[src/ramDmaPkg.sv]
package ramDmaPkg;

    localparam int sramDepth      = 512;  // words in the shared SRAM
    localparam int busAddrStep    = 4;    // bytes per bus word
    localparam int controlFromBus = 1;    // control code for bus to SRAM copy

    typedef logic [31:0]                   wordT;       // data or bus word
    typedef logic [$clog2(sramDepth)-1:0]  sramAddrT;   // SRAM word address
    typedef logic [9:0]                    blockSizeT;  // block length in words
    typedef logic [7:0]                    burstSizeT;  // burst length minus one

    // register map, selected by valueA[12:10]
    typedef enum logic [2:0] {
        mapSram          = 3'd0,
        mapBusStart      = 3'd1,
        mapSramStart     = 3'd2,
        mapBlockSize     = 3'd3,
        mapBurstSize     = 3'd4,
        mapControlStatus = 3'd5   // control on write, status on read
    } regSelT;

    typedef enum logic [2:0] {
        stateIdle     = 3'd0,
        stateRequest  = 3'd1,  // bus requested, waiting for grant
        stateGranted  = 3'd2,  // begin pulse
        stateReceive  = 3'd3,  // words stream in
        stateFinish   = 3'd4,  // burst closed
        stateError    = 3'd5
    } engineStateT;

endpackage

[src/ramDmaIfc.sv]
`timescale 1ns/10ps

// one synchronous SRAM port, read data one cycle after the address
interface sramPortIf;
    logic                writeEnable;
    ramDmaPkg::sramAddrT address;
    ramDmaPkg::wordT     writeData;
    ramDmaPkg::wordT     readData;

    modport client (output writeEnable, address, writeData, input readData);
    modport memory (input writeEnable, address, writeData, output readData);
endinterface


// combinational register access, the decoder captures readData
interface regAccessIf;
    ramDmaPkg::regSelT select;
    logic              writeStrobe;
    ramDmaPkg::wordT   writeData;
    ramDmaPkg::wordT   readData;

    modport master (output select, writeStrobe, writeData, input readData);
    modport target (input select, writeStrobe, writeData, output readData);
endinterface

[src/ciDecoder.sv]
`timescale 1ns/10ps

module ciDecoder #(
    parameter logic [7:0] customId = 8'h00
) (
    input  logic            clock,
    input  logic            reset,
    input  logic            start,
    input  ramDmaPkg::wordT valueA,   // address, write flag, map select
    input  ramDmaPkg::wordT valueB,   // write data
    input  logic [7:0]      ciN,
    output logic            done,
    output ramDmaPkg::wordT result,
    sramPortIf.client       cpuSram,
    regAccessIf.master      regs
);
    logic              accept;     // instruction is ours and in range
    logic              isWrite;
    ramDmaPkg::regSelT mapSel;
    logic              sramRead;   // pending result comes from SRAM
    ramDmaPkg::wordT   heldValue;  // captured register value

    assign accept  = start && (ciN == customId) && (valueA[31:13] == '0);
    assign isWrite = valueA[9];
    assign mapSel  = ramDmaPkg::regSelT'(valueA[12:10]);

    // cpu port of the SRAM, address sampled at the end of the start cycle
    assign cpuSram.writeEnable = accept && isWrite && (mapSel == ramDmaPkg::mapSram);
    assign cpuSram.address     = valueA[8:0];
    assign cpuSram.writeData   = valueB;

    // register side, SRAM select excluded from writes
    assign regs.select      = mapSel;
    assign regs.writeStrobe = accept && isWrite && (mapSel != ramDmaPkg::mapSram);
    assign regs.writeData   = valueB;

    always_ff @(posedge clock) begin
        if (reset) begin
            done     <= 1'b0;
            sramRead <= 1'b0;
        end else begin
            done     <= accept;  // every accepted instruction, one cycle later
            sramRead <= accept && !isWrite && (mapSel == ramDmaPkg::mapSram);
        end
    end

    always_ff @(posedge clock) begin
        if (accept) begin
            heldValue <= isWrite ? '0 : regs.readData;  // writes answer zero
        end
    end

    // SRAM data arrives in the done cycle, so it bypasses the capture
    always_comb begin
        if (!done) begin
            result = '0;
        end else if (sramRead) begin
            result = cpuSram.readData;
        end else begin
            result = heldValue;
        end
    end

endmodule

[src/flat_wrapper.sv]
// flat-port wrapper written by rule: the top's interface ports become plain ports
module ciDecoder_flat 
#(
    parameter logic [7:0] customId = 8'h00
)
  (clock, reset, start, valueA, valueB, ciN, done, result, cpuSram_writeEnable, cpuSram_address, cpuSram_writeData, cpuSram_readData, regs_select, regs_writeStrobe, regs_writeData, regs_readData);
  sramPortIf cpuSram_i ();
  regAccessIf regs_i ();
  input  logic clock;
  input  logic reset;
  input  logic start;
  input  ramDmaPkg::wordT valueA;
  input  ramDmaPkg::wordT valueB;
  input  logic [7:0] ciN;
  output logic done;
  output ramDmaPkg::wordT result;
  output wire logic [$bits(cpuSram_i.writeEnable)-1:0] cpuSram_writeEnable;
  output wire logic [$bits(cpuSram_i.address)-1:0] cpuSram_address;
  output wire logic [$bits(cpuSram_i.writeData)-1:0] cpuSram_writeData;
  input wire logic [$bits(cpuSram_i.readData)-1:0] cpuSram_readData;
  output wire logic [$bits(regs_i.select)-1:0] regs_select;
  output wire logic [$bits(regs_i.writeStrobe)-1:0] regs_writeStrobe;
  output wire logic [$bits(regs_i.writeData)-1:0] regs_writeData;
  input wire logic [$bits(regs_i.readData)-1:0] regs_readData;
  assign cpuSram_writeEnable = cpuSram_i.writeEnable;
  assign cpuSram_address = cpuSram_i.address;
  assign cpuSram_writeData = cpuSram_i.writeData;
  assign cpuSram_i.readData = cpuSram_readData;
  assign regs_select = regs_i.select;
  assign regs_writeStrobe = regs_i.writeStrobe;
  assign regs_writeData = regs_i.writeData;
  assign regs_i.readData = regs_readData;
  ciDecoder #(.customId(customId)) u_core (.clock(clock), .reset(reset), .start(start), .valueA(valueA), .valueB(valueB), .ciN(ciN), .done(done), .result(result), .cpuSram(cpuSram_i), .regs(regs_i));
endmodule
[config.mk]
export PLATFORM = sky130hd
export DESIGN_NAME = ciDecoder_flat
export DESIGN_NICKNAME = d
export VERILOG_FILES = /design/src/ramDmaPkg.sv /design/src/ramDmaIfc.sv /design/src/ciDecoder.sv /design/src/flat_wrapper.sv
export SDC_FILE = /design/constraint.sdc
export NUM_CORES = 1
export LEC_CHECK = 0
export ABC_CLOCK_PERIOD_IN_PS = 4500
export BUFFER_PORTS_ARGS = -buffer_cell sky130_fd_sc_hd__buf_2
export CORE_AREA = 2 2 96 98
export DETAILED_ROUTE_END_ITERATION = 12
export DIE_AREA = 0 0 98 100
export PLACE_DENSITY = 0.66
export SYNTH_ARGS = -nofsm -noshare
export SYNTH_HDL_FRONTEND = slang
export SYNTH_SLANG_ARGS = --single-unit
[constraint.sdc]
create_clock -name clock -period 4.5 [get_ports clock]
set_clock_uncertainty 0.1 [all_clocks]
set_input_delay 0.675 -clock clock [delete_from_list [all_inputs] [get_ports clock]]
set_output_delay 0.675 -clock clock [all_outputs]
set_load 0.01 [all_outputs]
Word-level counts from Yosys, hierarchy flattened. Index checks and enable logic that the tools add are counted.

Register bits after elaboration: 34. Bits in latches: 0. Memory bits (writable): 0. ROM bits: 0. Bits of input ports: 139. Output and inout bits: 111. Word-level logic and storage cells: 17. Memories kept: 0.

$add $sub $neg: 0. Multiply operators: 0. Div/mod/pow operators: 0. Magnitude comparators: 0. Equality and inequality tests: 0. Shift-type cells: 0. Mux-type cells: 2. Bitwise logic cells: 0. Reductions and logical operators: 12.

Operators by type and width (count): 32-bit two-way mux (2); 19-bit logical NOT (1); 8-bit logical NOT (1); 1-bit logical AND (7); 3-bit logical NOT (1); 3-bit nonzero test (1); 1-bit logical NOT (1).

Longest topological paths before layout.
Word-level depth: 5. Depth in mapped cells: 4. Mapped depth without buffers: 3.

Worst setup path after synthesis. Ideal clock, no wire load.

Path kind: input-to-reg. Start: input ciN[2]. End: register u_core.heldValue[0], enable pin. Setup time: 421 ps. Data arrival time: 2544 ps. Required time: 3979 ps. Setup slack: 1435 ps. Stages: 3. Path buffers: 0. Cells stage by stage: nor4_2 nand4_2 nor2_1.

Word-level cells in the longest chain between the ends: 3.

RTL lines: start, declared (line flat_wrapper.sv:14) `input logic [7:0] ciN;`; 8-bit logical NOT (line ciDecoder.sv:23) `assign accept = start && (ciN == customId) && (valueA[31:13] == '0);`; 1-bit logical AND (2 in series) (line ciDecoder.sv:23); named net u_core.accept (line ciDecoder.sv:17) `logic accept;`; end signal, assigned (line ciDecoder.sv:49) `heldValue <= isWrite ? '0 : regs.readData;`; end, declared (line ciDecoder.sv:21) `ramDmaPkg::wordT heldValue;`.

The timed path passes the listed nets, and every way through them passes these cells. A chain may end at the register's enable or synchronous reset.

Worst setup path after layout.
Start: input valueA[25]. End: output cpuSram_writeEnable.

Word-level cells in the longest chain between the ends: 4.

RTL lines: start, declared (line flat_wrapper.sv:12) `input ramDmaPkg::wordT valueA;`; 19-bit logical NOT (line ciDecoder.sv:23); 1-bit logical AND (line ciDecoder.sv:23); 1-bit logical AND (2 in series) (line ciDecoder.sv:28) `assign cpuSram.writeEnable = accept && isWrite && (mapSel == ramDmaPkg::mapSram);`; end, declared (line flat_wrapper.sv:17) `output wire logic [$bits(cpuSram_i.writeEnable)-1:0] cpuSram_writeEnable;`.

No other way between the ends.

==> results.md <==
- Detailed-route DRC error count: 0
- Overflow left after global routing: 0
- Min setup slack post-route: 1.732 ns
- Main combinational cell family by area after synthesis: buffers and inverters
- Internal power of the cells: 0.4918 mW
- Number of hold-slack violations in the final timing report: 0
- Antenna violations before repair: 0
- Fraction of power spent switching nets: 20.81%
- Die outline area: slightly below 0.01 sq mm
- Total number of vias: 1689
- Buffer depth of the longest clock path: 2
- Resized Gates After CTS: 0
- Area growth, synth to finish: 11.72%
- Detail-routed via count per cell: between 4 and 5
- Die Y: 100 um
- Worst EP required: between 3 and 4 ns
- Detailed Place HPWL: just over 4 mm
- Synth Warn #: 0
- Cell taking the most area after synthesis: sky130_fd_sc_hd__edfxtp_1
- Hold-fix buffers, CTS: 0
- Sequential Power Share: 55.6%
- Pleak: 1.172 nW
- Starting density of the core: between 20% and 30%
- Net count, final: about 430
- Count of endpoints failing setup in the final report: 0
- Maximum operating frequency: roughly 0.36 GHz
- Last weighted congestion value of the routability-driven placer: approximately 0.7
- Outcome: completed
- Total power divided by cell area: 223.5 mW/mm^2
- Post-DR wirelength/cell: 13.23 um
- Startpoint-to-endpoint class of the critical path: input pin to primary output
- Clock tree from TritonCTS: done
- Transition time of the tightest slew-check pin: 1.019 ns
- Switching power: between 0.1 and 0.15 mW
- Number of buffers added on ports: between 100 and 150
- Overall die width: between 90 and 100 um
- Depth of the CTS H-tree: 2
- Most used cells in the layout excluding fill and tap cells: 135 x sky130_fd_sc_hd__buf_2, 64 x sky130_fd_sc_hd__nor2b_1, 32 x sky130_fd_sc_hd__mux2i_1, 32 x sky130_fd_sc_hd__edfxtp_1, 5 x sky130_fd_sc_hd__clkbuf_8
- Count of pins over their slew limit: 0
- Num CTS Buffers: 5
- Clock root buffer: sky130_fd_sc_hd__clkbuf_8
- Wire length reported by the detailed router: around 5.3 mm
- Number of placed instances, taps included: around 390
- Post-synthesis mux area share: between 10% and 20%
- Post-layout minimum cycle time: approximately 2.8 ns
- Worst-case headroom to the max-slew limit: between 30% and 40%
- Setup repair after global routing missed its margin: false
- Final std cells w/o fill: about 400
- Arithmetic-cell share of the synthesized area counting full adders, half adders and majority gates: 0%
- Top post-synthesis cells by area: sky130_fd_sc_hd__edfxtp_1 39%, sky130_fd_sc_hd__buf_4 23%, sky130_fd_sc_hd__nor2b_1 16%
- Final TNS setup: 0 ns
- Post-CTS setup buffer count: 0
- Max rail drop VDD: approximately 90 uV
- Share of synthesized area occupied by flip-flops and latches: around 40%
- Drt pass-1 iters: 4
- Count of clock tree sinks: 34
- Largest net degree at the start of global routing: 36
- Total chip power: ~0.62 mW
- First-pass GRT wire length: 7.893 mm
- Core Area: between 0.008 and 0.009 sq mm
- Final antenna-violating net count: 0
- Vias in the first global route: 1614
- Synthesized-area fraction occupied by xor and xnor cells: 0%
- Total global-route track usage: about a tenth
- Number of cells produced by synthesis: between 200 and 250
- Starting DRT DRC Count: 73
- Fraction of final layout cells sized beyond drive strength 1: roughly half
- Worst-path fanout max: 5
- Path type of the worst min-delay path: input pin to flop
- Mapped Area: between 0.002 and 0.0025 sq mm
- Max-Cap Viols: 0
- Period Utilization, post-route: between 60 and 70%
- Flop and latch count out of synthesis: 34
- Signal arrival time at the worst endpoint: slightly below 2 ns
- Combinational fraction of design power: between 10% and 20%
- Part of the power in the clock network: approximately a third
- I/O pin total: 250
- Post-place setup slack: 1.615 ns
- Post-synth cell types: 19
- Number of nets in the synthesized netlist: ~370
- Most common cell after layout, fill and taps aside: sky130_fd_sc_hd__buf_2
- Area fraction in and, or, nand and nor cells after synthesis: 22.08%
- Element type at the critical path end: primary output
- Number of core rows: 35
- CP startpoint kind: input pin
- Number of antenna repair diodes: 0
- Top cell type's share of synthesized area: between 30 and 40%
- Complex-gate fraction of the synthesized area: 0%
- Clock Pin Slew Worst Setup and Hold Paths: about 0.070 ns
- Mean instance size in the synthesized netlist: 10.63 sq um
layout make-up:
cell class	instances	area, sq um
clock buffer	6	72.57
clock inverter	2	8.758
fill	939	6111
inverter	1	3.754
multi-input combinational	113	877.1
sequential	34	1002
tap	111	138.9
timing repair buffer	135	675.6
metal layers:
| layer | part of all wire [%] | routed length (um) | track usage [%] | vias to the layer above |
|---|---|---|---|---|
| met5 | 0 | 0 | 0 | - |
| met4 | 2.1 | 114 | 4.274 | 0 |
| met3 | 7.9 | 420 | 3.134 | 20 |
| met2 | 52 | 2764 | 18.28 | 103 |
| met1 | 38 | 2021 | 11.38 | 751 |
| li1 | - | - | - | 815 |
kinds of logic (layout without fill, tap and decap cells):
group / after synthesis / in the layout
buffers and inverters: 87 / 144
flip-flops: 34 / 34
multiplexers: 32 / 32
AND/OR/NAND/NOR: 81 / 81
power by group through the flow:
stage / sequential, mW / combinational, mW / clock (mW)
6_report: 0.345 / 0.0640 / 0.212
5_1_grt: 0.345 / 0.0716 / 0.234
4_1_cts: 0.345 / 0.0656 / 0.225
3_5_place_dp: 0.352 / 0.0652 / 0
3_3_place_gp: 0.352 / 0.0636 / 0
2_1_floorplan: 0.352 / 0.0864 / 0
worst max-delay path, cell delays in order:
cell	delay, ns
sky130_fd_sc_hd__buf_2	0.10
sky130_fd_sc_hd__nor4_1	0.37
sky130_fd_sc_hd__nand3_1	0.29
sky130_fd_sc_hd__nor4_1	0.36
sky130_fd_sc_hd__buf_2	0.20
through the flow:
stage / cell area (sq um) / util, % / hold WS, ns
2_1_floorplan: 2487 / - / 0.6543
3_3_place_gp: 2698 / 30.34 / 0.7725
3_5_place_dp: 2698 / 30.34 / 0.7725
4_1_cts: 2779 / 31.26 / 0.4707
5_1_grt: 2779 / 31.26 / 0.4823
6_report: 2779 / 31.26 / 0.4777
sequential cells by signal, summed over array words and instances, names as in the netlist:
name	cells
u_core.heldValue	32
u_core.done	1
u_core.sramRead	1
path summary, 6_finish.rpt:
kind | start | cells past startpoint | end | slack (ns)
hold / removal | reset | 2 | u_core.done | 0.48
setup / recovery | valueA[25] | 5 | cpuSram_writeEnable | 1.73
cells in the mapped netlist, drive strengths merged:
cell and number:
clkbuf 6, or3 2, nor4 7, mux2i 32, inv 1, nor2 1
nor3 3, nor2b 64, dfxtp 2, edfxtp 32, nand2 1, nor4b 1
nand4 1, buf 80, nand3 1
No activity file was read; power rests on OpenSTA's default activity.
