File: config.mk
export PLATFORM = sky130hd
export DESIGN_NAME = dmaRegisters_flat
export DESIGN_NICKNAME = d
export VERILOG_FILES = /design/src/ramDmaPkg.sv /design/src/ramDmaIfc.sv /design/src/dmaRegisters.sv /design/src/flat_wrapper.sv
export SDC_FILE = /design/constraint.sdc
export NUM_CORES = 1
export LEC_CHECK = 0
export ABC_AREA = 1
export BUFFER_PORTS_ARGS = -buffer_cell sky130_fd_sc_hd__clkbuf_2
export CAP_MARGIN = 10
export CORE_MARGIN = 4
export CORE_UTILIZATION = 47
export DETAILED_ROUTE_END_ITERATION = 8
export HOLD_SLACK_MARGIN = 0.12
export PLACE_DENSITY = 0.92
export SLEW_MARGIN = 20
export SYNTH_ARGS = -nofsm -noshare
export SYNTH_HDL_FRONTEND = slang
export SYNTH_SLANG_ARGS = --single-unit
File: constraint.sdc
create_clock -name clock -period 1.3 [get_ports clock]
set_input_delay 0.13 -clock clock [delete_from_list [all_inputs] [get_ports clock]]
set_output_delay 0.13 -clock clock [all_outputs]
set_load 0.02 [all_outputs]
File: src/ramDmaPkg.sv
package ramDmaPkg;

    localparam int sramDepth      = 512;  // words in the shared SRAM
    localparam int busAddrStep    = 4;    // bytes per bus word
    localparam int controlFromBus = 1;    // control code for bus to SRAM copy

    typedef logic [31:0]                   wordT;       // data or bus word
    typedef logic [$clog2(sramDepth)-1:0]  sramAddrT;   // SRAM word address
    typedef logic [9:0]                    blockSizeT;  // block length in words
    typedef logic [7:0]                    burstSizeT;  // burst length minus one

    // register map, selected by valueA[12:10]
    typedef enum logic [2:0] {
        mapSram          = 3'd0,
        mapBusStart      = 3'd1,
        mapSramStart     = 3'd2,
        mapBlockSize     = 3'd3,
        mapBurstSize     = 3'd4,
        mapControlStatus = 3'd5   // control on write, status on read
    } regSelT;

    typedef enum logic [2:0] {
        stateIdle     = 3'd0,
        stateRequest  = 3'd1,  // bus requested, waiting for grant
        stateGranted  = 3'd2,  // begin pulse
        stateReceive  = 3'd3,  // words stream in
        stateFinish   = 3'd4,  // burst closed
        stateError    = 3'd5
    } engineStateT;

endpackage

File: src/ramDmaIfc.sv


interface dmaConfigIf;
    ramDmaPkg::wordT      busStart;
    ramDmaPkg::sramAddrT  sramStart;
    ramDmaPkg::blockSizeT blockSize;
    ramDmaPkg::burstSizeT burstSize;
    logic                 go;     // one-cycle start pulse
    logic                 busy;   // engine not idle
    logic                 error;  // sticky until next go

    modport source (output busStart, sramStart, blockSize, burstSize, go,
                    input busy, error);
    modport engine (input busStart, sramStart, blockSize, burstSize, go,
                    output busy, error);
endinterface

// combinational register access, the decoder captures readData
interface regAccessIf;
    ramDmaPkg::regSelT select;
    logic              writeStrobe;
    ramDmaPkg::wordT   writeData;
    ramDmaPkg::wordT   readData;

    modport master (output select, writeStrobe, writeData, input readData);
    modport target (input select, writeStrobe, writeData, output readData);
endinterface

File: src/dmaRegisters.sv
`timescale 1ns/10ps

module dmaRegisters (
    input logic        clock,
    input logic        reset,
    regAccessIf.target regs,
    dmaConfigIf.source cfg
);
    logic transferActive;  // go issued or engine running
    logic settingWrite;
    logic controlWrite;

    assign transferActive = cfg.busy || cfg.go;
    assign settingWrite   = regs.writeStrobe && !transferActive;  // settings frozen
    assign controlWrite   = regs.writeStrobe
                            && (regs.select == ramDmaPkg::mapControlStatus)
                            && (regs.writeData == ramDmaPkg::wordT'(ramDmaPkg::controlFromBus));

    always_ff @(posedge clock) begin
        if (reset) begin
            cfg.busStart  <= '0;
            cfg.sramStart <= '0;
            cfg.blockSize <= '0;
            cfg.burstSize <= '0;
            cfg.go        <= 1'b0;
        end else begin
            // empty block or a running transfer starts nothing
            cfg.go <= controlWrite && (cfg.blockSize != '0) && !transferActive;
            if (settingWrite) begin
                case (regs.select)
                    ramDmaPkg::mapBusStart:  cfg.busStart  <= regs.writeData;
                    ramDmaPkg::mapSramStart: cfg.sramStart <= regs.writeData[8:0];
                    ramDmaPkg::mapBlockSize: cfg.blockSize <= regs.writeData[9:0];
                    ramDmaPkg::mapBurstSize: cfg.burstSize <= regs.writeData[7:0];
                    default: ;  // control handled above, other codes ignored
                endcase
            end
        end
    end

    // read-back, zero extended
    always_comb begin
        case (regs.select)
            ramDmaPkg::mapBusStart:      regs.readData = cfg.busStart;
            ramDmaPkg::mapSramStart:     regs.readData = {23'd0, cfg.sramStart};
            ramDmaPkg::mapBlockSize:     regs.readData = {22'd0, cfg.blockSize};
            ramDmaPkg::mapBurstSize:     regs.readData = {24'd0, cfg.burstSize};
            ramDmaPkg::mapControlStatus: regs.readData = {30'd0, cfg.error, transferActive};
            default:                     regs.readData = '0;
        endcase
    end

endmodule

File: src/flat_wrapper.sv
// flat-port wrapper written by rule: the top's interface ports become plain ports
module dmaRegisters_flat 
  (clock, reset, regs_select, regs_writeStrobe, regs_writeData, regs_readData, cfg_busStart, cfg_sramStart, cfg_blockSize, cfg_burstSize, cfg_go, cfg_busy, cfg_error);
  regAccessIf regs_i ();
  dmaConfigIf cfg_i ();
  input logic clock;
  input logic reset;
  input wire logic [$bits(regs_i.select)-1:0] regs_select;
  input wire logic [$bits(regs_i.writeStrobe)-1:0] regs_writeStrobe;
  input wire logic [$bits(regs_i.writeData)-1:0] regs_writeData;
  output wire logic [$bits(regs_i.readData)-1:0] regs_readData;
  output wire logic [$bits(cfg_i.busStart)-1:0] cfg_busStart;
  output wire logic [$bits(cfg_i.sramStart)-1:0] cfg_sramStart;
  output wire logic [$bits(cfg_i.blockSize)-1:0] cfg_blockSize;
  output wire logic [$bits(cfg_i.burstSize)-1:0] cfg_burstSize;
  output wire logic [$bits(cfg_i.go)-1:0] cfg_go;
  input wire logic [$bits(cfg_i.busy)-1:0] cfg_busy;
  input wire logic [$bits(cfg_i.error)-1:0] cfg_error;
  assign regs_i.select = regs_select;
  assign regs_i.writeStrobe = regs_writeStrobe;
  assign regs_i.writeData = regs_writeData;
  assign regs_readData = regs_i.readData;
  assign cfg_busStart = cfg_i.busStart;
  assign cfg_sramStart = cfg_i.sramStart;
  assign cfg_blockSize = cfg_i.blockSize;
  assign cfg_burstSize = cfg_i.burstSize;
  assign cfg_go = cfg_i.go;
  assign cfg_i.busy = cfg_busy;
  assign cfg_i.error = cfg_error;
  dmaRegisters u_core (.clock(clock), .reset(reset), .regs(regs_i), .cfg(cfg_i));
endmodule
======== Yosys cells after proc, flatten, opt, wreduce, memory -nomap -nowiden ========
Index checks and enable logic that the tools add are counted.
word-level totals
  register bits after elaboration ......... 60
  input bits .............................. 40
  output and inout port bits .............. 92
  logic and storage cells ................. 24
operators by class
  equality and inequality tests ........... 6
  muxes and demuxes ....................... 1
  reductions and logical operators ........ 12
operators by type and width
  operator               number
  $pmux W32 S5           1
  $eq A32 B1 Y1 const B  1
  $reduce_bool A10 Y1    1
  $reduce_and A2 Y1      4
  $eq A3 B2 Y1 const B   2
  $eq A3 B3 Y1 const B   2
  $logic_and A1 B1 Y1    5
  $eq A3 B1 Y1 const B   1
  $logic_not A1 Y1       1
  $logic_or A1 B1 Y1     1

======== Logic depth before layout (Yosys ltp) ========
  depth after elaboration ................. 5
  mapped depth ............................ 6

======== Least setup slack after synthesis ========
Ideal clock, no wire load.
  path type ............................... reg-to-reg
  start ................................... register u_core.cfg.go
  end ..................................... register u_core.cfg.busStart[26]
  setup time .............................. 0.118 ns
  data arrival time ....................... 1.111 ns
  data required time ...................... 1.182 ns
  path slack .............................. 0.071 ns
  stages on the path, launching flop included .. 7
  clock period less this slack ............ 1.229 ns
  cells stage by stage .................... dfxtp_1 > nor2_4 > nand2_4 > buf_6 > buf_6 > nor3_1 > nor2_1
on the way
  cells in the longest elaborated chain, start to end .. 4
ends and longest elaborated chain
  element                             RTL line            source
  start, declared                     ramDmaIfc.sv:12     modport source (output busStart, sramStart, blockSize, burstSize, go,
  start signal, assigned              dmaRegisters.sv:28  cfg.go <= controlWrite && (cfg.blockSize != '0) && !transferActive;
  $logic_or A1 B1 Y1                  dmaRegisters.sv:13  assign transferActive = cfg.busy || cfg.go;
  $logic_not A1 Y1                    dmaRegisters.sv:14  assign settingWrite = regs.writeStrobe && !transferActive;
  $logic_and A1 B1 Y1                 dmaRegisters.sv:14
  $reduce_and A2 Y1 (no source line)  n/a
  end signal, assigned                dmaRegisters.sv:31  ramDmaPkg::mapBusStart: cfg.busStart <= regs.writeData;
  end, declared                       ramDmaIfc.sv:12
Every way passes these cells.
A chain may end at the register's enable or synchronous reset.

======== Worst setup path after layout ========
  start ................................... register u_core.cfg.go
  end ..................................... output regs_readData[0]
on the way
  cells in the longest elaborated chain, start to end .. 2
ends and longest elaborated chain
  element             RTL line            source
  $logic_or A1 B1 Y1  dmaRegisters.sv:13
  $pmux W32 S5        dmaRegisters.sv:43  case (regs.select)
  end, declared       flat_wrapper.sv:11  output wire logic [$bits(regs_i.readData)-1:0] regs_readData;
Every way passes these cells.

==> reports/qor.txt <==
===============================================================================================
Post-DRT Antenna Nets ............................................................            0
Clock input transition at the sequential cells of the worst setup and hold paths .      0.08 ns
Worst slew margin relative to its limit ..........................................        0.806
Post-Route Utilization ...........................................................        0.792
RSZ-0062 raised after global routing .............................................         true
Max Slew Vio Count ...............................................................            0
Clock root cell .................................................................. sky130_fd_sc_hd__clkbuf_8
Post-place setup slack ...........................................................    0.0126 ns
Violations in the final reports .................................................. setup timing
Number of clock sinks ............................................................           60
Number of buffers on the longest clock path ......................................            2
Final routed wire length divided by cell count ...................................      17.1 µm
Delay-heaviest family, CP ........................................................   flip-flops
Crit path required time ..........................................................      1.17 ns
Number of buffers inserted during clock tree synthesis ...........................            9
Post-synthesis instance area .....................................................  0.00283 mm²
CTS tree .........................................................................          yes
Crit Path Max Fanout .............................................................            2
Most common cell after layout, fill and taps aside ............................... sky130_fd_sc_hd__clkbuf_2
Maximum number of pins on one net before global-route repair .....................           45
Layout overhead on the synthesized area ..........................................        59.1%
Worst R2R Start .................................................................. u_core.cfg.go$_SDFF_PP0_
Maximum VDD drop .................................................................       774 µV
Final setup margin ...............................................................    -0.128 ns
Die width ........................................................................      85.5 µm
Drt first-iter violations ........................................................          503
Worst-path cell with the longest stage delay ..................................... sky130_fd_sc_hd__dfxtp_2
Leakage power total ..............................................................      2.10 nW
Initial antenna violation count ..................................................            1
Count of TritonRoute iterations in the first routing pass ........................            6
Dpl cell area ....................................................................  0.00360 mm²
Final design instance area without fill ..........................................  0.00450 mm²
Final count of negative-setup-slack endpoints ....................................           39
Final clock skew .................................................................   0.00670 ns
H-tree levels ....................................................................            3
Synth Instances ..................................................................          418
Fraction of final layout cells with drive strength greater than 1 ................        0.364
Final GP Congestion ..............................................................        0.864
Number of buffers added on ports .................................................          131
Via total after detailed routing .................................................         3763
Pwr per Cell Area ................................................................  1010 mW/mm²
First-pass GRT wire length .......................................................     16200 µm
Number of buffers and inverters on the critical path .............................            2
Total power consumption of the routed design .....................................      4.55 mW
Final routed wirelength across all metal layers ..................................     11600 µm
Total Nets Final .................................................................          639
Remaining DRCs ...................................................................            0
Fillers ..........................................................................          359
Total of flip-flops plus latches after synthesis .................................           60
Post-synthesis average cell area .................................................     6.76 µm²
Dpl hpwl .........................................................................      6810 µm
Critical Path, Cell by Cell ...................................................... nor2_4 > buf_6 > nor2_2 > nor2_1 > nand4_1 > clkbuf_8
Status ........................................................................... finished with violations
Category of the worst setup path launch point ....................................    flip-flop
Latest clock arrival within the worst-skew pair ..................................      0.34 ns
Sequential element share of the synthesized area .................................        0.425
Synth Warn # .....................................................................            0
Start point of the worst min-delay path .......................................... regs_writeData[0]
Share of the clock period used by the worst path after layout ....................         1.10
Standard-cell rows ...............................................................           27
Floorplan die area ...............................................................  0.00732 mm²
Peak clock frequency supported by timing .........................................    0.700 GHz
Aggregate global-route resource usage ............................................        0.274
Number of global-route vias before repair ........................................         3449
Residual overflow from global routing ............................................            0
Crit end category ................................................................   output pin
Crit path arrival time ...........................................................      1.30 ns
Clock period minus final worst setup slack .......................................      1.43 ns
Top Ports ........................................................................          132
Total nets after synthesis .......................................................          458
Setup Crit Path Kind ............................................................. flip-flop to output pin
Effective utilization at floorplan ...............................................        0.498
Worst Max-Slew Pin Slew ..........................................................     0.291 ns
Vert. Die Dim ....................................................................      85.5 µm
Slowest cell delay on critical path ..............................................      0.35 ns
Total of max-cap violations ......................................................            0
Average via count per standard cell ..............................................         5.56
Critical Path Start .............................................................. u_core.cfg.go$_SDFF_PP0_
Most frequent cells in the layout ................................................ 127 x sky130_fd_sc_hd__clkbuf_2, 117 x sky130_fd_sc_hd__nor2_1, 57 x sky130_fd_sc_hd__dfxtp_1, 41 x sky130_fd_sc_hd__nand2_1, 32 x sky130_fd_sc_hd__nor3_1
Area of the core .................................................................  0.00568 mm²
Distinct cell type count after synthesis .........................................           23
Class of the tightest hold or removal check ...................................... primary input to flip-flop
Hold Violations, Final ...........................................................            0
===============================================================================================
==> cells in the mapped netlist <==
cell | number | area share
sky130_fd_sc_hd__o21ai_1 | 5 | 0.0089
sky130_fd_sc_hd__o211ai_1 | 1 | 0.0027
sky130_fd_sc_hd__clkbuf_1 | 6 | 0.0080
sky130_fd_sc_hd__buf_2 | 8 | 0.014
sky130_fd_sc_hd__nor2_1 | 121 | 0.16
sky130_fd_sc_hd__nand4_1 | 8 | 0.018
sky130_fd_sc_hd__nor2_2 | 2 | 0.0044
sky130_fd_sc_hd__inv_1 | 31 | 0.041
sky130_fd_sc_hd__buf_1 | 2 | 0.0027
sky130_fd_sc_hd__nor3_1 | 49 | 0.087
sky130_fd_sc_hd__o21ai_0 | 55 | 0.097
sky130_fd_sc_hd__a21boi_0 | 1 | 0.0027
sky130_fd_sc_hd__nor2_4 | 2 | 0.0080
sky130_fd_sc_hd__nand3_1 | 7 | 0.012
sky130_fd_sc_hd__inv_2 | 5 | 0.0066
sky130_fd_sc_hd__nand3_2 | 3 | 0.011
sky130_fd_sc_hd__or2_2 | 2 | 0.0044
sky130_fd_sc_hd__nand2_1 | 41 | 0.054
sky130_fd_sc_hd__a21oi_1 | 1 | 0.0018
sky130_fd_sc_hd__buf_4 | 2 | 0.0053
sky130_fd_sc_hd__dfxtp_1 | 60 | 0.43
sky130_fd_sc_hd__nand2_4 | 1 | 0.0040
sky130_fd_sc_hd__buf_6 | 5 | 0.020
==> logic make-up after synthesis <==
logic type | share of synthesized area
compound gates | 0.113
buf+inv | 0.0979
flops | 0.425
simple gates | 0.364
==> flip-flops by register name, summed over array words and instances, names as in the netlist <==
| signal | flops |
|---|---|
| u_core.cfg.busStart | 32 |
| u_core.cfg.blockSize | 10 |
| u_core.cfg.sramStart | 9 |
| u_core.cfg.burstSize | 8 |
| u_core.cfg.go | 1 |
==> worst register-to-register path, delay by kind of cell (launching register included) <==
family	cells	cell delay, ns
buf+inv	3	0.44
compound gates	1	0.09
flops	1	0.35
simple gates	4	0.44
==> final timing paths <==
kind / end / slack, ns / cells after the start
worst max-delay path: regs_readData[0] / -0.13 / 6
worst max register to register: u_core.cfg.blockSize[1]$_SDFFE_PP0P_ / -0.08 / 8
worst min-delay path: u_core.cfg.burstSize[0]$_SDFFE_PP0P_ / 0.15 / 3
worst min register to register: u_core.cfg.blockSize[8]$_SDFFE_PP0P_ / 0.53 / 2
==> per-stage QoR <==
stage	std cells	hold slack [ns]	TNS [ns]
final	677	0.148	-1.41
after global routing	677	0.179	-6.02
after CTS	666	0.125	-0.428
after detailed placement	616	0.385	0
after global placement	616	0.377	0
after floorplan	418	0.265	0
==> what timing repair did <==
item	in CTS	in global routing
setup buffers	4	8
setup endpoints to repair	2	88
hold buffers	30	0
hold endpoints to repair	42	0
cloned	0	4
gates resized for setup	23	57
pin swaps	5	5
==> power by group <==
group	internal, mW	switching [mW]
clock	1.23	0.780
combinational	0.255	0.375
sequential	1.88	0.0352
==> layout make-up <==
cell class / count / area [µm²] / share of cell area
inverters: 36 / 143 / 0.0317
multi-input cells: 300 / 1490 / 0.332
repair buffers: 192 / 1330 / 0.295
clock inverters: 4 / 70.1 / 0.0156
well taps: 72 / 90.1 / 0.0200
flip-flops and latches: 60 / 1200 / 0.268
clock buffers: 12 / 165 / 0.0367
diodes: 1 / 2.50 / 0.000557
==> per-layer routing <==
metal  GRT usage  part of all wire  vias to the layer above
met5           0                 0                        -
met4       0.153             0.042                        0
met3      0.0403             0.091                       49
met2       0.466              0.49                      271
met1       0.329              0.37                     1722
li1            -                 -                     1721
(Power assumes the default switching activity.)
