## config.mk

```make
export PLATFORM = sky130hd
export DESIGN_NAME = dmaEngine_flat
export DESIGN_NICKNAME = d
export VERILOG_FILES = /design/src/ramDmaPkg.sv /design/src/ramDmaIfc.sv /design/src/dmaEngine.sv /design/src/flat_wrapper.sv
export SDC_FILE = /design/constraint.sdc
export NUM_CORES = 1
export LEC_CHECK = 0
export BUFFER_PORTS_ARGS = -buffer_cell sky130_fd_sc_hd__buf_2
export CORE_MARGIN = 4
export CORE_UTILIZATION = 40
export DETAILED_ROUTE_END_ITERATION = 16
export GPL_TIMING_DRIVEN = 0
export PLACE_DENSITY_LB_ADDON = 0.1
export SLEW_MARGIN = 10
export SYNTH_ARGS = -nofsm -noshare
export SYNTH_HDL_FRONTEND = slang
export SYNTH_SLANG_ARGS = --single-unit
```

## constraint.sdc

```tcl
create_clock -name clock -period 4.57 [get_ports clock]
set_input_delay 0.6855 -clock clock [delete_from_list [all_inputs] [get_ports clock]]
set_output_delay 0.6855 -clock clock [all_outputs]
set_load 0.02 [all_outputs]
```

## src/ramDmaPkg.sv

```systemverilog
package ramDmaPkg;

    localparam int sramDepth      = 512;  // words in the shared SRAM
    localparam int busAddrStep    = 4;    // bytes per bus word
    localparam int controlFromBus = 1;    // control code for bus to SRAM copy

    typedef logic [31:0]                   wordT;       // data or bus word
    typedef logic [$clog2(sramDepth)-1:0]  sramAddrT;   // SRAM word address
    typedef logic [9:0]                    blockSizeT;  // block length in words
    typedef logic [7:0]                    burstSizeT;  // burst length minus one

    // register map, selected by valueA[12:10]
    typedef enum logic [2:0] {
        mapSram          = 3'd0,
        mapBusStart      = 3'd1,
        mapSramStart     = 3'd2,
        mapBlockSize     = 3'd3,
        mapBurstSize     = 3'd4,
        mapControlStatus = 3'd5   // control on write, status on read
    } regSelT;

    typedef enum logic [2:0] {
        stateIdle     = 3'd0,
        stateRequest  = 3'd1,  // bus requested, waiting for grant
        stateGranted  = 3'd2,  // begin pulse
        stateReceive  = 3'd3,  // words stream in
        stateFinish   = 3'd4,  // burst closed
        stateError    = 3'd5
    } engineStateT;

endpackage

```

## src/ramDmaIfc.sv

```systemverilog
`timescale 1ns/10ps

// one synchronous SRAM port, read data one cycle after the address
interface sramPortIf;
    logic                writeEnable;
    ramDmaPkg::sramAddrT address;
    ramDmaPkg::wordT     writeData;
    ramDmaPkg::wordT     readData;

    modport client (output writeEnable, address, writeData, input readData);
    modport memory (input writeEnable, address, writeData, output readData);
endinterface

interface dmaConfigIf;
    ramDmaPkg::wordT      busStart;
    ramDmaPkg::sramAddrT  sramStart;
    ramDmaPkg::blockSizeT blockSize;
    ramDmaPkg::burstSizeT burstSize;
    logic                 go;     // one-cycle start pulse
    logic                 busy;   // engine not idle
    logic                 error;  // sticky until next go

    modport source (output busStart, sramStart, blockSize, burstSize, go,
                    input busy, error);
    modport engine (input busStart, sramStart, blockSize, burstSize, go,
                    output busy, error);
endinterface


```

## src/dmaEngine.sv

```systemverilog
`timescale 1ns/10ps

module dmaEngine (
    input  logic                 clock,
    input  logic                 reset,
    input  logic                 grantedIn,
    input  ramDmaPkg::wordT      addressDataIn,     // incoming words
    input  logic                 endTransactionIn,
    input  logic                 dataValidIn,
    input  logic                 busErrorIn,
    input  logic                 busyIn,            // stalls word acceptance
    output logic                 requestOut,
    output ramDmaPkg::wordT      addressDataOut,
    output logic [3:0]           byteEnablesOut,
    output ramDmaPkg::burstSizeT burstSizeOut,
    output logic                 readNotWriteOut,
    output logic                 beginTransactionOut,
    sramPortIf.client            dmaSram,
    dmaConfigIf.engine           cfg
);
    ramDmaPkg::engineStateT state;
    ramDmaPkg::engineStateT nextState;
    ramDmaPkg::wordT        busAddr;       // running bus byte address
    ramDmaPkg::sramAddrT    sramAddr;      // running SRAM word address
    ramDmaPkg::blockSizeT   wordsLeft;     // block words still to come
    ramDmaPkg::blockSizeT   burstLeft;     // words still due in this burst
    ramDmaPkg::burstSizeT   burstSize;     // copy of the setting
    ramDmaPkg::blockSizeT   burstPlusOne;
    ramDmaPkg::blockSizeT   burstWords;    // length of the next burst
    logic                   wordAccept;

    // last burst may be shorter than the setting
    assign burstPlusOne = ramDmaPkg::blockSizeT'(burstSize) + ramDmaPkg::blockSizeT'(1);
    assign burstWords   = (burstPlusOne < wordsLeft) ? burstPlusOne : wordsLeft;
    assign wordAccept   = (state == ramDmaPkg::stateReceive) && dataValidIn && !busyIn
                          && (burstLeft != '0);

    always_comb begin
        nextState = state;
        if (state != ramDmaPkg::stateIdle && busErrorIn) begin
            nextState = ramDmaPkg::stateError;  // holds while the error line is high
        end else begin
            case (state)
                ramDmaPkg::stateIdle:    if (cfg.go) nextState = ramDmaPkg::stateRequest;
                ramDmaPkg::stateRequest: if (grantedIn) nextState = ramDmaPkg::stateGranted;
                ramDmaPkg::stateGranted: nextState = ramDmaPkg::stateReceive;
                ramDmaPkg::stateReceive: begin
                    if (endTransactionIn) nextState = ramDmaPkg::stateFinish;
                end
                ramDmaPkg::stateFinish: begin
                    nextState = (wordsLeft != '0) ? ramDmaPkg::stateRequest
                                                  : ramDmaPkg::stateIdle;
                end
                ramDmaPkg::stateError:   nextState = ramDmaPkg::stateIdle;
                default:                 nextState = ramDmaPkg::stateIdle;
            endcase
        end
    end

    always_ff @(posedge clock) begin
        if (reset) begin
            state     <= ramDmaPkg::stateIdle;
            cfg.error <= 1'b0;
        end else begin
            state <= nextState;
            if (cfg.go) begin
                cfg.error <= 1'b0;  // fresh transfer clears the old error
            end else if (nextState == ramDmaPkg::stateError) begin
                cfg.error <= 1'b1;
            end
        end
    end

    // transfer counters and addresses
    always_ff @(posedge clock) begin
        if (state == ramDmaPkg::stateIdle && cfg.go) begin
            busAddr   <= cfg.busStart;
            sramAddr  <= cfg.sramStart;
            wordsLeft <= cfg.blockSize;
            burstSize <= cfg.burstSize;
            burstLeft <= '0;
        end else if (state == ramDmaPkg::stateGranted) begin
            burstLeft <= burstWords;
        end else if (wordAccept) begin
            busAddr   <= busAddr + ramDmaPkg::wordT'(ramDmaPkg::busAddrStep);
            sramAddr  <= sramAddr + ramDmaPkg::sramAddrT'(1);  // wraps at 512
            wordsLeft <= wordsLeft - ramDmaPkg::blockSizeT'(1);
            burstLeft <= burstLeft - ramDmaPkg::blockSizeT'(1);
        end
    end

    // words go straight into SRAM port 0
    assign dmaSram.writeEnable = wordAccept;
    assign dmaSram.address     = sramAddr;
    assign dmaSram.writeData   = addressDataIn;

    assign cfg.busy = (state != ramDmaPkg::stateIdle);

    // bus outputs decoded from the state
    assign requestOut          = (state == ramDmaPkg::stateRequest);
    assign beginTransactionOut = (state == ramDmaPkg::stateGranted);
    assign readNotWriteOut     = beginTransactionOut;  // only reads from the bus
    assign addressDataOut      = beginTransactionOut ? busAddr : '0;
    assign burstSizeOut        = beginTransactionOut
                                 ? ramDmaPkg::burstSizeT'(burstWords - ramDmaPkg::blockSizeT'(1))
                                 : '0;
    assign byteEnablesOut      = 4'hF;  // full words always

endmodule

```

## src/flat_wrapper.sv

```systemverilog
// flat-port wrapper written by rule: the top's interface ports become plain ports
module dmaEngine_flat 
  (clock, reset, grantedIn, addressDataIn, endTransactionIn, dataValidIn, busErrorIn, busyIn, requestOut, addressDataOut, byteEnablesOut, burstSizeOut, readNotWriteOut, beginTransactionOut, dmaSram_writeEnable, dmaSram_address, dmaSram_writeData, dmaSram_readData, cfg_busStart, cfg_sramStart, cfg_blockSize, cfg_burstSize, cfg_go, cfg_busy, cfg_error);
  sramPortIf dmaSram_i ();
  dmaConfigIf cfg_i ();
  input  logic clock;
  input  logic reset;
  input  logic grantedIn;
  input  ramDmaPkg::wordT addressDataIn;
  input  logic endTransactionIn;
  input  logic dataValidIn;
  input  logic busErrorIn;
  input  logic busyIn;
  output logic requestOut;
  output ramDmaPkg::wordT addressDataOut;
  output logic [3:0] byteEnablesOut;
  output ramDmaPkg::burstSizeT burstSizeOut;
  output logic readNotWriteOut;
  output logic beginTransactionOut;
  output wire logic [$bits(dmaSram_i.writeEnable)-1:0] dmaSram_writeEnable;
  output wire logic [$bits(dmaSram_i.address)-1:0] dmaSram_address;
  output wire logic [$bits(dmaSram_i.writeData)-1:0] dmaSram_writeData;
  input wire logic [$bits(dmaSram_i.readData)-1:0] dmaSram_readData;
  input wire logic [$bits(cfg_i.busStart)-1:0] cfg_busStart;
  input wire logic [$bits(cfg_i.sramStart)-1:0] cfg_sramStart;
  input wire logic [$bits(cfg_i.blockSize)-1:0] cfg_blockSize;
  input wire logic [$bits(cfg_i.burstSize)-1:0] cfg_burstSize;
  input wire logic [$bits(cfg_i.go)-1:0] cfg_go;
  output wire logic [$bits(cfg_i.busy)-1:0] cfg_busy;
  output wire logic [$bits(cfg_i.error)-1:0] cfg_error;
  assign dmaSram_writeEnable = dmaSram_i.writeEnable;
  assign dmaSram_address = dmaSram_i.address;
  assign dmaSram_writeData = dmaSram_i.writeData;
  assign dmaSram_i.readData = dmaSram_readData;
  assign cfg_i.busStart = cfg_busStart;
  assign cfg_i.sramStart = cfg_sramStart;
  assign cfg_i.blockSize = cfg_blockSize;
  assign cfg_i.burstSize = cfg_burstSize;
  assign cfg_i.go = cfg_go;
  assign cfg_busy = cfg_i.busy;
  assign cfg_error = cfg_i.error;
  dmaEngine u_core (.clock(clock), .reset(reset), .grantedIn(grantedIn), .addressDataIn(addressDataIn), .endTransactionIn(endTransactionIn), .dataValidIn(dataValidIn), .busErrorIn(busErrorIn), .busyIn(busyIn), .requestOut(requestOut), .addressDataOut(addressDataOut), .byteEnablesOut(byteEnablesOut), .burstSizeOut(burstSizeOut), .readNotWriteOut(readNotWriteOut), .beginTransactionOut(beginTransactionOut), .dmaSram(dmaSram_i), .cfg(cfg_i));
endmodule
```

=== Yosys cells after proc, flatten, opt, wreduce, memory -nomap -nowiden ===
Cells that the tools add are included.

* Add/sub/neg operators: 6
* $lt $le $gt $ge: 1
* Equality and inequality tests: 6
* Mux-type cells: 20
* Reduce and logical (&&, ||, !) cells: 14

{| class="wikitable"
|+ Operators with widths
! kind !! count
|-
| $mux W32 || 4
|-
| $mux W10 || 6
|-
| $add A32 B3 Y32 const B || 1
|-
| $mux W9 || 3
|-
| $reduce_bool A10 Y1 || 2
|-
| $sub A10 B1 Y10 const B || 2
|-
| $pmux W3 S5 || 1
|-
| $mux W3 || 4
|-
| $lt A10 B10 Y1 || 1
|-
| $add A8 B1 Y9 const B || 1
|-
| $add A9 B1 Y9 const B || 1
|-
| $mux W8 || 1
|-
| $sub A8 B1 Y8 const B || 1
|-
| $eq A3 B2 Y1 const B || 2
|-
| $eq A3 B3 Y1 const B || 2
|-
| $logic_and A1 B1 Y1 || 5
|-
| $reduce_bool A2 Y1 || 2
|-
| $eq A3 B1 Y1 const B || 1
|-
| $logic_not A3 Y1 || 1
|-
| $reduce_bool A3 Y1 || 1
|-
| $ne A2 B2 Y1 const B || 1
|-
| $reduce_and A2 Y1 || 1
|-
| $reduce_or A2 Y1 || 1
|-
| $logic_not A1 Y1 || 1
|-
| $mux W1 || 1
|}

* Register bits: 73
* Input bits: 131
* Output and inout port bits: 91
* Logic and storage cells: 54

=== Logic depth before layout (Yosys ltp) ===
* Depth in word-level cells: 7
* Mapped depth: 17
* Depth with buffers taken out: 16

=== Worst setup path before layout ===
Ideal clock, no wire load.

* Path kind: register to output
* From: reg u_core.burstSize[2]
* To: out burstSizeOut[4]
* Data arrival time: 3.763 ns
* Required time: 3.885 ns
* Setup slack: 0.122 ns
* Cell stages (with the launch flop): 17
* Buffers on the path: 1
* Path through: edfxtp_1 nand3_1 nor2_1 nand3_1 xnor2_1 ha_1 and4b_1 o211a_1 a211oi_2 buf_4 mux2i_1 ha_1 inv_1 or2_2 nor2_1 xnor2_1 a211oi_1

* Word-level cells in the longest chain between the ends: 5

{| class="wikitable"
|+ RTL lines
! element !! RTL line !! source
|-
| from (decl) || dmaEngine.sv:27 || <nowiki>ramDmaPkg::burstSizeT burstSize;</nowiki>
|-
| from (signal assigned) || dmaEngine.sv:80 || <nowiki>burstSize <= cfg.burstSize;</nowiki>
|-
| $add A8 B1 Y9 (*) || dmaEngine.sv:33 || <nowiki>assign burstPlusOne = ramDmaPkg::blockSizeT'(burstSize) + ramDmaPkg::blockSizeT'(1);</nowiki>
|-
| $lt A10 B10 Y1 || dmaEngine.sv:34 || <nowiki>assign burstWords = (burstPlusOne < wordsLeft) ? burstPlusOne : wordsLeft;</nowiki>
|-
| $mux W10 (*) || dmaEngine.sv:34 ||
|-
| $sub A8 B1 Y8 (*) || dmaEngine.sv:105 || <nowiki>? ramDmaPkg::burstSizeT'(burstWords - ramDmaPkg::blockSizeT'(1))</nowiki>
|-
| $mux W8 (*) || dmaEngine.sv:105 ||
|-
| to (decl) || flat_wrapper.sv:17 || <nowiki>output ramDmaPkg::burstSizeT burstSizeOut;</nowiki>
|}

Mark *: on every way between the ends. The rest lies on a longest branch, timed or not.

=== Worst setup path in the final report ===
* From: reg u_core.burstSize[0]
* To: out burstSizeOut[6]

The elaborated chain is that of the path after synthesis.

==> results.json <==
{
  "status": "complete, but fails checks",
  "violations": "negative setup slack",
  "rows": 40,
  "max_freq_mhz": 214.9,
  "clock-root-buffer": "clkbuf_16",
  "yosysWarnings": 0,
  "dp_hpwl_um": 10330,
  "r2r_cells": 13,
  "grt_max_degree": 50,
  "timing.rr.end": "u_core.burstLeft[2]$_SDFFE_PP0P_",
  "synthCells": 561,
  "fin_util": 0.5403,
  "cts_tree": "done",
  "crit_path_start_kind": "register",
  "io_buffers": 153,
  "yosysMostFrequentCell": "nand2_1",
  "cp.arrival_ps": 3970,
  "die_w_um": 119.7,
  "gp_congestion": 0.8501,
  "min_path_type": "register to register",
  "antenna_cells": 0,
  "overflow": 0,
  "synth.top_cell.area_share": 0.3552,
  "setup_tns_ps": -118.6,
  "hold_ws_ps": 484.9,
  "cts_buffers": 9,
  "cp.required_ps": 3880,
  "track_usage": 0.1890,
  "htreeDepth": 3,
  "tightest_slew_ps": 706.6,
  "ys_top_cells_by_area": "edfxtp_1 36%, xnor2_1 6.3%, buf_4 5.9%, nand2_1 5.9%, dfxtp_1 5.6%",
  "maxCapViolCount": 0,
  "pre_cts_ws_ps": -275.6,
  "fp.dieArea_um2": 14320,
  "power.total_mw": 2.257,
  "num_vias": 4593,
  "synthFlopType": "edfxtp_1",
  "layout_setup_ws_ps": -84.12,
  "nNetsFinal": 891,
  "core_area_um2": 12110,
  "placed_area_um2": 5974,
  "drtIter0Drc": 188,
  "final_area_um2": 6544,
  "setup_viol": 2,
  "synth.distinct_cells": 52,
  "yosysTopAreaCell": "edfxtp_1",
  "ys_seq_elements": 73,
  "setup.worst_path.class": "register to output port",
  "clock_sinks": 73,
  "synthTopCellsByCount": "78 x nand2_1, 59 x edfxtp_1, 42 x nor2_1, 39 x buf_4, 37 x o21ai_0",
  "layout-drive-gt1-share": 0.3435,
  "drtAntennaViolNets": 0,
  "die_h_um": 119.7,
  "skew_ps": 7.813,
  "crit_end": "burstSizeOut[6]",
  "period_share": 1.018,
  "slew_viol_final": 0,
  "clkTransAtPathRegs_ps": 60,
  "ioPinCount": 222,
  "static-leakage-power_nw": 2.866,
  "hold_violations": 0,
  "post-place-cells": 885,
  "ys_seq_area_frac": 0.4114,
  "syn_area_per_cell_um2": 8.890,
  "nFillCells": 1178,
  "rsz0062_at_grt": "yes",
  "postCtsHoldBufs": 0,
  "cts_buffer_depth": 2,
  "r2r_setup_slack_ps": 1540,
  "end_kind": "output port",
  "synthArstFlopShare": 0,
  "initial_core_util": 0.4118,
  "path_max_fanout": 3,
  "antenna_found_initial": 0,
  "clk_latency_ps": 330,
  "slew_headroom": 0.5253,
  "grt_pass1_vias": 4496,
  "drt-vias-per-instance": 4.998,
  "drt-total-wl_um": 13760,
  "drc_errors": 0,
  "startpoint": "u_core.burstSize[0]$_DFFE_PP_",
  "wl_per_cell_um": 14.97,
  "timing.rr.start": "u_core.burstSize[0]$_DFFE_PP_",
  "final_cells": 919,
  "timing.final.crit_period_ps": 4654,
  "synth_enable_flop_cells": 59,
  "syn2layout_area_growth_pct": 31.21,
  "grt_pass1_wl_um": 21840,
  "powerDensity_nw_per_um2": 344.9,
  "ir_drop_mv": 0.2095,
  "syn_area_um2": 4987,
  "first_pass_iters": 4
}
## worst min path at each step
stage / from / end / cells past startpoint
6_report: u_core.burstLeft[9]$_SDFFE_PP0P_ / u_core.burstLeft[9]$_SDFFE_PP0P_ / 2
5_1_grt: cfg_burstSize[0] / u_core.burstSize[0]$_DFFE_PP_ / 1
4_1_cts: u_core.burstLeft[9]$_SDFFE_PP0P_ / u_core.burstLeft[9]$_SDFFE_PP0P_ / 2
3_5_place_dp: u_core.burstLeft[9]$_SDFFE_PP0P_ / u_core.burstLeft[9]$_SDFFE_PP0P_ / 2
3_3_place_gp: u_core.burstLeft[9]$_SDFFE_PP0P_ / u_core.burstLeft[9]$_SDFFE_PP0P_ / 2
2_1_floorplan: u_core.burstLeft[9]$_SDFFE_PP0P_ / u_core.burstLeft[9]$_SDFFE_PP0P_ / 2
## kinds of logic (layout without fill, tap and decap cells)
group | after synthesis | after routing | synth area share
fa+ha+maj | 14 | 14 | 0.03512
mux | 11 | 11 | 0.02258
flops | 73 | 73 | 0.4114
compound gates | 90 | 90 | 0.1024
buf+inv | 81 | 268 | 0.09157
simple gates | 232 | 232 | 0.2326
xor+xnor | 59 | 59 | 0.1036
other cells | 1 | 4 | 0.0007519
## cell type report
cell class,count,area [µm²],share of cell area
multi-input cells,410,2625,0.4011
flip-flops and latches,73,2052,0.3136
repair buffers,171,903.4,0.1380
plain buffers,59,377.9,0.05774
clock buffers,13,250.2,0.03824
well taps,168,210.2,0.03212
inverters,22,82.58,0.01262
clock inverters,3,42.54,0.006501
## timing repair
action,in CTS,in global routing
resized for setup,24,4
setup buffers,11,7
endpoints found under the setup margin,3,2
pin swaps,11,11
## sequential cells by signal (all words and copies together) (netlist names)
signal / count
u_core.burstLeft: 10
u_core.burstSize: 8
u_core.busAddr: 32
u_core.cfg.error: 1
u_core.dmaSram.address: 9
u_core.state: 3
u_core.wordsLeft: 10
## power by group
| group | total, mW | internal, mW | switching, mW |
|---|---|---|---|
| sequential | 0.930 | 0.842 | 0.0883 |
| combinational | 0.616 | 0.263 | 0.353 |
| clock | 0.710 | 0.438 | 0.272 |
| total | 2.26 | 1.54 | 0.714 |
## placed cells by master (no fill, tap or decap), types with 2 or more instances in the layout
| cell | count |
|---|---|
| o21ai_1 | 13 |
| or2_0 | 2 |
| nor2b_1 | 2 |
| and2_1 | 33 |
| dfxtp_1 | 14 |
| xor2_1 | 21 |
| buf_4 | 57 |
| buf_1 | 3 |
| nand3b_1 | 2 |
| nand2_1 | 77 |
| a211oi_1 | 2 |
| nor4_1 | 3 |
| xnor2_1 | 33 |
| xor2_2 | 2 |
| mux2i_1 | 7 |
| mux2_2 | 2 |
| and3_1 | 8 |
| nor3_1 | 13 |
| or2_4 | 2 |
| ha_1 | 12 |
| o22ai_1 | 5 |
| nor2_4 | 2 |
| nand3_1 | 17 |
| edfxtp_1 | 59 |
| o21ai_0 | 37 |
| buf_2 | 157 |
| conb_1 | 4 |
| a31oi_1 | 2 |
| xnor2_2 | 3 |
| nand3_4 | 2 |
| nand4_1 | 8 |
| or3_1 | 4 |
| clkbuf_1 | 15 |
| nand2b_1 | 3 |
| a21oi_1 | 20 |
| nor2_1 | 40 |
| and4_1 | 3 |
| inv_1 | 21 |
| clkbuf_16 | 9 |
## routing by layer
| metal | track usage | vias to the layer above | part of all wire |
|---|---|---|---|
| li1 | - | 2267 | - |
| met1 | 0.2465 | 2141 | 0.45 |
| met2 | 0.3210 | 170 | 0.47 |
| met3 | 0.03157 | 15 | 0.064 |
| met4 | 0.05941 | 0 | 0.014 |
| met5 | 0 | - | 0 |
## worst max-delay path, cell delays in order (launching register included)
cell,delay (ps)
edfxtp_1,460
nand3_4,120
nor2_4,170
nand3_2,120
xnor2_2,170
ha_1,290
and4b_2,270
o211a_1,150
a211oi_4,300
buf_6,160
mux2i_4,230
ha_2,210
inv_2,40
or2_4,250
or3_1,300
a31oi_1,160
nor2_1,60
buf_4,180
(Power assumes the default switching activity.)
